==> config.mk <==
export PLATFORM = sky130hd
export DESIGN_NAME = mmu_top
export DESIGN_NICKNAME = d
export VERILOG_FILES = /design/src/verilog/mmu_pkg.sv /design/src/verilog/dtlb.sv /design/src/verilog/page_resolve.sv /design/src/verilog/xlate_ctrl.sv /design/src/verilog/mmu_top.sv
export VERILOG_INCLUDE_DIRS = /design/src /design/src/verilog
export SDC_FILE = /design/constraint.sdc
export NUM_CORES = 1
export LEC_CHECK = 0
export BUFFER_PORTS_ARGS = -buffer_cell sky130_fd_sc_hd__buf_2
export CORE_MARGIN = 2
export CORE_UTILIZATION = 64
export CTS_BUF_LIST = sky130_fd_sc_hd__clkbuf_4 sky130_fd_sc_hd__clkbuf_8
export DETAILED_ROUTE_END_ITERATION = 8
export PLACE_DENSITY = 0.94
export SLEW_MARGIN = 20
export SYNTH_ARGS = -nofsm -noshare
export SYNTH_HDL_FRONTEND = slang
export SYNTH_SLANG_ARGS = --single-unit
==> constraint.sdc <==
create_clock -name clk_i -period 7 [get_ports clk_i]
set_input_delay 1.4 -clock clk_i [delete_from_list [all_inputs] [get_ports clk_i]]
set_output_delay 1.4 -clock clk_i [all_outputs]
set_load 0.05 [all_outputs]
==> src/verilog/mmu_settings.svh <==
// sv39 data-side translation settings
// address widths, dtlb size, asid width and page fault cause codes
`ifndef MMU_SETTINGS_SVH
`define MMU_SETTINGS_SVH

// ------------------------------
// address widths
// ------------------------------
// sv39 virtual address
`define MMU_VLEN 39
`define MMU_PLEN 56
// ppn width, plen minus the 12-bit page offset
`define MMU_PPNW 44
// three 9-bit vpn fields
`define MMU_VPNW 27

// ------------------------------
// dtlb and asid
// ------------------------------
`define MMU_TLB_ENTRIES 4
`define MMU_ASIDW 8

// ------------------------------
// exception cause codes (mcause encoding)
// ------------------------------
`define MMU_CAUSE_LD_PF 13
`define MMU_CAUSE_ST_PF 15

`endif

==> src/verilog/mmu_pkg.sv <==
// types shared by the sv39 data-side translation path
`include "mmu_settings.svh"

package mmu_pkg;

    // privilege levels, hypervisor encoding unused
    typedef enum logic [1:0] {
        PRIV_LVL_U = 2'd0,
        PRIV_LVL_S = 2'd1,
        PRIV_LVL_M = 2'd3
    } priv_lvl_t;

    // sv39 leaf pte, rsw and reserved bits dropped
    typedef struct packed {
        logic [`MMU_PPNW-1:0] ppn;
        logic                 d;
        logic                 a;
        logic                 g;
        logic                 u;
        logic                 x;
        logic                 w;
        logic                 r;
        logic                 v;
    } pte_t;

    // refill from the load/store side, sampled while valid is high
    typedef struct packed {
        logic                  valid;
        logic [`MMU_VPNW-1:0]  vpn;
        logic [`MMU_ASIDW-1:0] asid;
        pte_t                  pte;
        logic                  is_2m;
        logic                  is_1g;
    } tlb_update_t;

    // lookup result from the dtlb
    typedef struct packed {
        logic hit;
        pte_t pte;
        logic is_2m;
        logic is_1g;
    } tlb_hit_t;

    typedef struct packed {
        logic [`MMU_VLEN-1:0] vaddr;
        logic                 is_store;
    } xlate_req_t;

    // response, valid one cycle after the request
    typedef struct packed {
        logic [`MMU_PLEN-1:0] paddr;
        logic                 miss;
        logic                 ex_valid;
        logic [3:0]           ex_cause;
        logic [`MMU_VLEN-1:0] ex_tval;
    } xlate_rsp_t;

endpackage

==> src/verilog/dtlb.sv <==
// fully associative data tlb with asid tags and global pages
// combinational lookup, round-robin refill and full flush
`include "mmu_settings.svh"

module dtlb (
    input  logic                       clk_i,
    input  logic                       rst_ni,
    input  logic                       flush_i,
    input  mmu_pkg::tlb_update_t       update_i,
    input  logic [`MMU_VLEN-1:0]       lu_vaddr_i,
    input  logic [`MMU_ASIDW-1:0]      lu_asid_i,
    output mmu_pkg::tlb_hit_t          lu_o
);

    localparam int unsigned N     = `MMU_TLB_ENTRIES;
    localparam int unsigned PTR_W = (N > 1) ? $clog2(N) : 1;

    // per-entry tag, vpn split into the three sv39 levels
    typedef struct packed {
        logic [8:0]            vpn2;
        logic [8:0]            vpn1;
        logic [8:0]            vpn0;
        logic [`MMU_ASIDW-1:0] asid;
        logic                  is_2m;
        logic                  is_1g;
    } tag_t;

    tag_t              tag_q [N];
    mmu_pkg::pte_t     pte_q [N];
    logic [N-1:0]      valid_q;
    logic [PTR_W-1:0]  ptr_q;
    logic [N-1:0]      match;
    logic [8:0]        lu_vpn2;
    logic [8:0]        lu_vpn1;
    logic [8:0]        lu_vpn0;

    assign lu_vpn2 = lu_vaddr_i[`MMU_VLEN-1:30];
    assign lu_vpn1 = lu_vaddr_i[29:21];
    assign lu_vpn0 = lu_vaddr_i[20:12];

    // ------------------------------
    // lookup
    // ------------------------------
    always_comb begin : match_logic
        for (int i = 0; i < N; i++) begin
            // asid only matters for non-global pages
            // superpages ignore the lower vpn fields
            match[i] = valid_q[i]
                && (tag_q[i].asid == lu_asid_i || pte_q[i].g)
                && (tag_q[i].vpn2 == lu_vpn2)
                && (tag_q[i].is_1g || tag_q[i].vpn1 == lu_vpn1)
                && (tag_q[i].is_1g || tag_q[i].is_2m || tag_q[i].vpn0 == lu_vpn0);
        end
    end

    // walk downwards so the lowest matching index wins
    always_comb begin : select_logic
        lu_o = '0;
        for (int i = N - 1; i >= 0; i--) begin
            if (match[i]) begin
                lu_o.hit   = 1'b1;
                lu_o.pte   = pte_q[i];
                lu_o.is_2m = tag_q[i].is_2m;
                lu_o.is_1g = tag_q[i].is_1g;
            end
        end
    end

    // ------------------------------
    // valid bits and refill pointer
    // ------------------------------
    always_ff @(posedge clk_i or negedge rst_ni) begin
        if (!rst_ni) begin
            valid_q <= '0;
            ptr_q   <= '0;
        end else if (flush_i) begin
            // flush wins over a refill in the same cycle
            valid_q <= '0;
            ptr_q   <= '0;
        end else if (update_i.valid) begin
            valid_q[ptr_q] <= 1'b1;
            ptr_q          <= (ptr_q == PTR_W'(N - 1)) ? '0 : ptr_q + 1'b1;
        end
    end

    // entry contents, written at the pointer
    always_ff @(posedge clk_i) begin
        if (update_i.valid && !flush_i) begin
            tag_q[ptr_q].vpn2  <= update_i.vpn[26:18];
            tag_q[ptr_q].vpn1  <= update_i.vpn[17:9];
            tag_q[ptr_q].vpn0  <= update_i.vpn[8:0];
            tag_q[ptr_q].asid  <= update_i.asid;
            tag_q[ptr_q].is_2m <= update_i.is_2m;
            tag_q[ptr_q].is_1g <= update_i.is_1g;
            pte_q[ptr_q]       <= update_i.pte;
        end
    end

endmodule

==> src/verilog/page_resolve.sv <==
// forms the physical address for 4K, 2M and 1G pages
// and checks the pte permission bits for load/store page faults
`include "mmu_settings.svh"

module page_resolve (
    input  logic [`MMU_VLEN-1:0]  vaddr_i,
    input  mmu_pkg::tlb_hit_t     hit_i,
    input  logic                  is_store_i,
    input  mmu_pkg::priv_lvl_t    priv_lvl_i,
    input  logic                  sum_i,
    output logic [`MMU_PLEN-1:0]  paddr_o,
    output logic                  fault_o
);

    logic priv_err;
    logic store_err;

    // ------------------------------
    // physical address
    // ------------------------------
    always_comb begin : paddr_logic
        // 4K page, ppn plus offset
        paddr_o = {hit_i.pte.ppn, vaddr_i[11:0]};
        // megapage keeps vpn0 from the virtual address
        if (hit_i.is_2m) begin
            paddr_o[20:12] = vaddr_i[20:12];
        end
        // gigapage keeps vpn1 and vpn0
        if (hit_i.is_1g) begin
            paddr_o[29:12] = vaddr_i[29:12];
        end
    end

    // ------------------------------
    // permission checks
    // ------------------------------
    // supervisor may touch user pages only with sum set
    assign priv_err = ((priv_lvl_i == mmu_pkg::PRIV_LVL_S) && !sum_i && hit_i.pte.u)
                   || ((priv_lvl_i == mmu_pkg::PRIV_LVL_U) && !hit_i.pte.u);

    // stores also need write permission and the dirty bit
    assign store_err = is_store_i && (!hit_i.pte.w || !hit_i.pte.d);

    // only meaningful for an entry that actually hit
    assign fault_o = hit_i.hit && (priv_err || store_err);

endmodule

==> src/verilog/xlate_ctrl.sv <==
// request stage of the data translation path
// registers request and lookup, then builds the response one cycle later
`include "mmu_settings.svh"

module xlate_ctrl (
    input  logic                   clk_i,
    input  logic                   rst_ni,
    input  logic                   req_i,
    input  mmu_pkg::xlate_req_t    xlate_req_i,
    input  logic                   en_trans_i,
    input  mmu_pkg::tlb_hit_t      lu_i,
    input  logic [`MMU_PLEN-1:0]   paddr_i,
    input  logic                   fault_i,
    output mmu_pkg::tlb_hit_t      hit_q_o,
    output mmu_pkg::xlate_req_t    req_q_o,
    output logic                   lsu_hit_o,
    output logic                   lsu_valid_o,
    output mmu_pkg::xlate_rsp_t    xlate_rsp_o
);

    logic req_q;
    logic en_trans_q;

    // same-cycle hit, bypass always hits
    assign lsu_hit_o = en_trans_i ? lu_i.hit : 1'b1;

    // ------------------------------
    // request stage
    // ------------------------------
    always_ff @(posedge clk_i or negedge rst_ni) begin
        if (!rst_ni) begin
            req_q      <= 1'b0;
            en_trans_q <= 1'b0;
        end else begin
            req_q <= req_i;
            // translation mode travels with its request
            if (req_i) begin
                en_trans_q <= en_trans_i;
            end
        end
    end

    always_ff @(posedge clk_i) begin
        if (req_i) begin
            req_q_o <= xlate_req_i;
            hit_q_o <= lu_i;
        end
    end

    assign lsu_valid_o = req_q;

    // ------------------------------
    // response
    // ------------------------------
    always_comb begin : rsp_logic
        xlate_rsp_o       = '0;
        // bypass, zero-extended vaddr
        xlate_rsp_o.paddr = {{(`MMU_PLEN - `MMU_VLEN){1'b0}}, req_q_o.vaddr};
        if (en_trans_q) begin
            xlate_rsp_o.paddr = paddr_i;
            if (!hit_q_o.hit) begin
                // no walker here, the lsu refills and retries
                xlate_rsp_o.miss = 1'b1;
            end else if (fault_i) begin
                xlate_rsp_o.ex_valid = 1'b1;
                xlate_rsp_o.ex_cause = req_q_o.is_store ? 4'(`MMU_CAUSE_ST_PF)
                                                        : 4'(`MMU_CAUSE_LD_PF);
                xlate_rsp_o.ex_tval  = req_q_o.vaddr;
            end
        end
    end

endmodule

==> src/verilog/mmu_top.sv <==
// sv39 data-side mmu, dtlb lookup plus one-cycle translation stage
`include "mmu_settings.svh"

module mmu_top (
    input  logic                    clk_i,
    input  logic                    rst_ni,
    input  logic                    flush_i,
    input  mmu_pkg::tlb_update_t    tlb_update_i,
    input  logic                    lsu_req_i,
    input  mmu_pkg::xlate_req_t     xlate_req_i,
    input  logic                    en_trans_i,
    input  mmu_pkg::priv_lvl_t      priv_lvl_i,
    input  logic                    sum_i,
    input  logic [`MMU_ASIDW-1:0]   asid_i,
    output logic                    lsu_hit_o,
    output logic                    lsu_valid_o,
    output mmu_pkg::xlate_rsp_t     xlate_rsp_o
);

    mmu_pkg::tlb_hit_t     lu;
    mmu_pkg::tlb_hit_t     hit_q;
    mmu_pkg::xlate_req_t   req_q;
    logic [`MMU_PLEN-1:0]  paddr;
    logic                  fault;

    dtlb i_dtlb (
        .clk_i      ( clk_i             ),
        .rst_ni     ( rst_ni            ),
        .flush_i    ( flush_i           ),
        .update_i   ( tlb_update_i      ),
        .lu_vaddr_i ( xlate_req_i.vaddr ),
        .lu_asid_i  ( asid_i            ),
        .lu_o       ( lu                )
    );

    // resolver works on the registered request
    page_resolve i_page_resolve (
        .vaddr_i    ( req_q.vaddr       ),
        .hit_i      ( hit_q             ),
        .is_store_i ( req_q.is_store    ),
        .priv_lvl_i ( priv_lvl_i        ),
        .sum_i      ( sum_i             ),
        .paddr_o    ( paddr             ),
        .fault_o    ( fault             )
    );

    xlate_ctrl i_xlate_ctrl (
        .clk_i       ( clk_i       ),
        .rst_ni      ( rst_ni      ),
        .req_i       ( lsu_req_i   ),
        .xlate_req_i ( xlate_req_i ),
        .en_trans_i  ( en_trans_i  ),
        .lu_i        ( lu          ),
        .paddr_i     ( paddr       ),
        .fault_i     ( fault       ),
        .hit_q_o     ( hit_q       ),
        .req_q_o     ( req_q       ),
        .lsu_hit_o   ( lsu_hit_o   ),
        .lsu_valid_o ( lsu_valid_o ),
        .xlate_rsp_o ( xlate_rsp_o )
    );

endmodule

# After elaboration in Yosys (flattened, before gate mapping)
# Memory sizes are Yosys's and may differ from the RTL's.
# Index checks and enable logic that the tools add are counted.
word_totals:
  n_memories: 2
  ff_bits: 98
  ramBits: 356
mem_list:
  columns: ["name", "words", "width", "read_ports", "rd_clocked_by_memory_dff", "wr", "line_no", "source"]
  rows:
  - ["i_dtlb.pte_q", 4, 52, 4, 0, 1, "dtlb.sv:29", "mmu_pkg::pte_t pte_q [N];"]
  - ["i_dtlb.tag_q", 4, 37, 4, 0, 1, "dtlb.sv:28", "tag_t tag_q [N];"]
op_classes:
  add_sub_neg: 1
  n_mux: 21
  magnitude_cmp: 2
  eq_ne: 18
  reduce_logical: 49
  bitwise: 1
op_table:
  columns: ["operator", "n"]
  rows:
  - ["55-bit 2-to-1 mux", 4]
  - ["9-bit == test", 12]
  - ["101-bit 2-to-1 mux", 1]
  - ["44-bit 2-to-1 mux", 2]
  - ["8-bit == test", 4]
  - ["1-bit logical AND", 23]
  - ["1-bit logical OR", 19]
  - ["18-bit 2-to-1 mux", 1]
  - ["9-bit 2-to-1 mux", 1]
  - ["2-bit 2-to-1 mux", 4]
  - ["4-bit 2-to-1 mux", 2]
  - ["1-bit zero test", 5]
  - ["1-bit 2-to-1 mux", 5]
  - ["4-bit OR", 1]
  - ["2-bit by 3-bit less-than comparator with 1-bit output (second input constant)", 1]
  - ["2-bit by 1-bit adder with 2-bit output (second input constant)", 1]
  - ["1-bit demux with 2-bit select", 1]
  - ["2-bit by 1-bit == test with 1-bit output (second input constant)", 1]
  - ["2-bit == test (second input constant)", 1]
  - ["2-bit by 1-bit greater-or-equal comparator with 1-bit output (second input constant)", 1]
  - ["2-bit zero test", 1]
  - ["2-bit nonzero test", 1]

# Depth between registers and ports, before layout
# An unclocked memory read counts as a cell.
logic_depth:
  word_depth: 12
  ltp_mapped: 10

# By module
# Synthesis repeated with hierarchy kept, for this count alone.
unflattened:
  cells_unflattened: 1235
  area_unflattened_um2: 19388.6
by_module_without_submodules:
  columns: ["mod", "seq_area_each_um2", "cells_per_inst", "area_per_inst_um2", "instances"]
  rows:
  - ["dtlb", 10840.4, 952, 14707.9, 1]
  - ["xlate_ctrl", 2902.8, 219, 4127.7, 1]
  - ["page_resolve", 0.0, 64, 553.0, 1]

# Worst setup path before layout
# No wires, ideal clock.
synth_path:
  path_kind: "input to output"
  start: "in xlate_req_i[28] (netlist name)"
  end: "out lsu_hit_o"
  arrival_ps: 3404
  path_slack_ps: 2196
  cell_stages: 9
  n_path_buf: 3
  cell_sequence: "xor2_1 -> nor4_2 -> a41oi_1 -> or4_1 -> buf_2 -> and2_4 -> buf_6 -> buf_2 -> nand4_1"
synth_via:
  elab_chain_len: 9
synth_lines:
  columns: ["item", "line_no", "source"]
  rows:
  - ["start: declaration", "mmu_top.sv:10", "input mmu_pkg::xlate_req_t xlate_req_i,"]
  - ["9-bit == test", "dtlb.sv:51", "&& (tag_q[i].is_1g || tag_q[i].vpn1 == lu_vpn1)"]
  - ["1-bit logical OR", "dtlb.sv:51", null]
  - ["1-bit logical AND", "dtlb.sv:51", null]
  - ["1-bit logical AND", "dtlb.sv:52", "&& (tag_q[i].is_1g || tag_q[i].is_2m || tag_q[i].vpn0 == lu_vpn0);"]
  - ["55-bit 2-to-1 mux (3 in a row)", "dtlb.sv:60", "if (match[i]) begin"]
  - ["55-bit 2-to-1 mux *", "dtlb.sv:60", null]
  - ["1-bit 2-to-1 mux *", "xlate_ctrl.sv:25", "assign lsu_hit_o = en_trans_i ? lu_i.hit : 1'b1;"]
  - ["end: declaration", "mmu_top.sv:15", "output logic lsu_hit_o,"]
# Every way passes the cells marked *; elsewhere a longest branch is shown, timed or not.

# Final worst setup path
layout_path:
  start: "in xlate_req_i[38] (netlist name)"
  end: "out lsu_hit_o"
layout_via:
  elab_chain_len: 9
layout_lines:
  columns: ["item", "line_no", "source"]
  rows:
  - ["9-bit == test", "dtlb.sv:50", "&& (tag_q[i].vpn2 == lu_vpn2)"]
  - ["1-bit logical AND", "dtlb.sv:50", null]
  - ["1-bit logical AND", "dtlb.sv:51", null]
  - ["1-bit logical AND", "dtlb.sv:52", null]
  - ["55-bit 2-to-1 mux (3 in a row)", "dtlb.sv:60", null]
  - ["55-bit 2-to-1 mux *", "dtlb.sv:60", null]
  - ["1-bit 2-to-1 mux *", "xlate_ctrl.sv:25", null]
# Marked as above.

==> qor.txt <==
via count: 10500
Layout area overhead: 16.3%
Worst VDD drop: 0.252 mV
TNS Setup: 0 ns
detailed-route vias per instance: 6.10
Global Route Usage Sum: 28.6%
dpl cell area: 18900 sq um
Final min period: 5.82 ns
dpl cells: 1604
Top delay family on crit path: simple AND/OR/NAND/NOR gates
WP data arrival: 4.42 ns
Cell Chain, Critical Path: buf_2 -> xor2_1 -> nor4_1 -> nand4_1 -> or4_2 -> buf_4 -> and2_4 -> nand4_1 -> buf_2
fin cells: 1729
count of input and output buffers: 244
Hold Crit Class: reg2reg
router iterations before antenna repair: 5
status: finished, final reports clean
worst-path fanout max: 52
CTS tree: yes
Nets: 1484
WHS: 0.495 ns
final WL: 40.9 mm
clock sinks: 438
final period utilization: 83.2%
first-pass GRT wire length: 60.7 mm
placeable core region: 26900 sq um
fin area: 20300 sq um
Avg Cell Area, Syn: 16.3 sq um
dpl ws: 1.22 ns
Syn Nets: 1221
Ys Warns: 0
total of max-cap violations: 0
H-tree levels: 3
Worst Path Required: 5.60 ns
WS Path Type: in2out
PostCTS Resize Cnt: 0
Worst-Margin Slew: 0.943 ns
antenna violations before repair: 6
Unique masters post-synth: 35
final design utilization: 75.4%
PnR worst setup slack: 1.18 ns
sequential element share of the synthesized area: 75.2%
global route overflow: 0
Power per Cell Area: 274 nW/um^2
number of global-route vias before repair: 11000
die width: 169 microns
pin count of the biggest net entering global routing: 73
P_leak: 7.55 nW
post-CTS setup buffers: 0
RSZ-0062 raised after global routing: false
Final Hold Fails: 0
CP max-delay cell: or4_2
Tot Pwr: 5.55 mW
Initial Util: 64.9%
flops & latches, synth: 438
die area: 28600 sq um
initial detailed-routing violation count: 1117
Worst-path clk slew: 0.06 ns
pins over their slew limit: 0
Final setup viols: 0
relative slew slack: 36.9%
# IOs: 249
drt drc: 0
Final ANT Viol Nets: 0
Die Y: 169 microns
hold buffer count at CTS: 0
CP Capture Type: output port
clk_skew: 0.0295 ns
number of cell rows: 60
clock root buffer: clkbuf_8
wire per inst: 23.7 microns
clock latency on the worst-skew pair: 0.58 ns
startpoint types: input port
share of cells above drive strength 1: 32.8%
cell area after synthesis: 17400 sq um
Synth Instances: 1071
post-DP HPWL: 24.4 mm
gpl congestion: 0.827
Longest Clk Path Bufs: 3
FMAX: 0.172 GHz
worst stage delay on the critical path: 0.70 ns
critical path buffer and inverter count: 3
CTS Buf Count: 68
[path summary, 6_finish.rpt]
kind | startpoint | end | slack [ns] | depth (start not counted)
min in group asynchronous | rst_ni | i_xlate_ctrl.lsu_valid_o | 0.69 | 1
worst min register to register | i_dtlb.valid_q[3] | i_dtlb.valid_q[3] | 0.50 | 1
worst max-delay path | xlate_req_i[38] | lsu_hit_o | 1.18 | 9
worst max register to register | i_dtlb.tag_q[1][35] | i_xlate_ctrl.hit_q_o[34] | 3.72 | 7
max in group asynchronous | rst_ni | i_xlate_ctrl.en_trans_q | 6.12 | 1
worst min-delay path | i_dtlb.valid_q[3] | i_dtlb.valid_q[3] | 0.50 | 1
[cell type report]
class / instances / area [sq um]
multi-input combinational: 563 / 3990
inverter: 3 / 11.3
timing repair buffer: 260 / 1360
tap: 341 / 427
antenna: 7 / 17.5
fill: 1526 / 6600
clock buffer: 96 / 1180
sequential: 438 / 13100
clock inverter: 21 / 166
[registers in the layout, indices dropped and copies added, names as in the netlist]
signal / cells
i_xlate_ctrl.en_trans_q: 1
i_xlate_ctrl.lsu_valid_o: 1
i_xlate_ctrl.hit_q_o: 50
i_dtlb.valid_q: 4
i_xlate_ctrl.req_q_o: 40
i_dtlb.ptr_q: 2
i_dtlb.tag_q: 148
i_dtlb.pte_q: 192
[power breakdown]
group / internal (mW) / switching (mW)
Sequential: 2.97 / 0.0323
Clock: 1.20 / 0.941
Combinational: 0.112 / 0.293
Total: 4.28 / 1.27
[cell families after synthesis]
logic type / count (synthesis) / synth area share (%)
flip-flops: 438 / 75.2
multiplexers: 30 / 1.92
buffers and inverters: 70 / 2.03
XOR/XNOR: 140 / 7.03
AND/OR/NAND/NOR: 181 / 5.56
adder cells (fa/ha/maj): 4 / 0.287
AO/OA/AOI/OAI: 208 / 7.95
[Yosys cell counts (all sizes together)]
library cell  count  share of area [%]
a21oi             4               0.11
edfxtp          430                 74
a31o             46                2.3
xor2            115                5.8
nand4             8               0.29
nor4             25               0.93
a41o              2               0.11
nand2b            1              0.036
ha                4               0.29
or4bb             1              0.065
or4               2              0.086
mux2i             2               0.11
nor2             14               0.30
clkbuf           39               0.84
or3               1              0.036
a311oi            4               0.20
buf              28                1.1
inv               3              0.065
and2             63                2.3
a21o              7               0.30
nand2            53                1.1
nand3             3              0.086
a22oi            47                2.0
dfrtp             8                1.1
nor2b             2              0.072
xnor2            25                1.3
a41oi             3               0.15
and3              1              0.036
mux2             28                1.8
nor3              7               0.20
o21ai            95                2.7
[placed cells by master (no fill, tap or decap), types with 8 or more instances in the layout]
| cell type | instances |
|---|---|
| a22oi_1 | 47 |
| nand4_1 | 8 |
| nor4_1 | 23 |
| nor2_1 | 14 |
| buf_2 | 243 |
| xor2_1 | 115 |
| edfxtp_1 | 430 |
| clkinv_1 | 11 |
| nand2_1 | 52 |
| xnor2_1 | 25 |
| a31o_2 | 46 |
| clkbuf_8 | 74 |
| dfrtp_1 | 8 |
| and2_1 | 57 |
| o21ai_0 | 95 |
| mux2_2 | 28 |
| buf_4 | 16 |
| clkbuf_4 | 22 |
[per-layer routing]
| layer | vias up | global-route usage [%] | part of all wire [%] |
|---|---|---|---|
| met2 | 642 | 49.5 | 51 |
| met4 | 2 | 12.3 | 3.5 |
| met5 | - | 0 | 0.022 |
| li1 | 4617 | - | - |
| met3 | 104 | 7.04 | 9.7 |
| met1 | 5182 | 34.5 | 36 |
(Power assumes the default switching activity.)
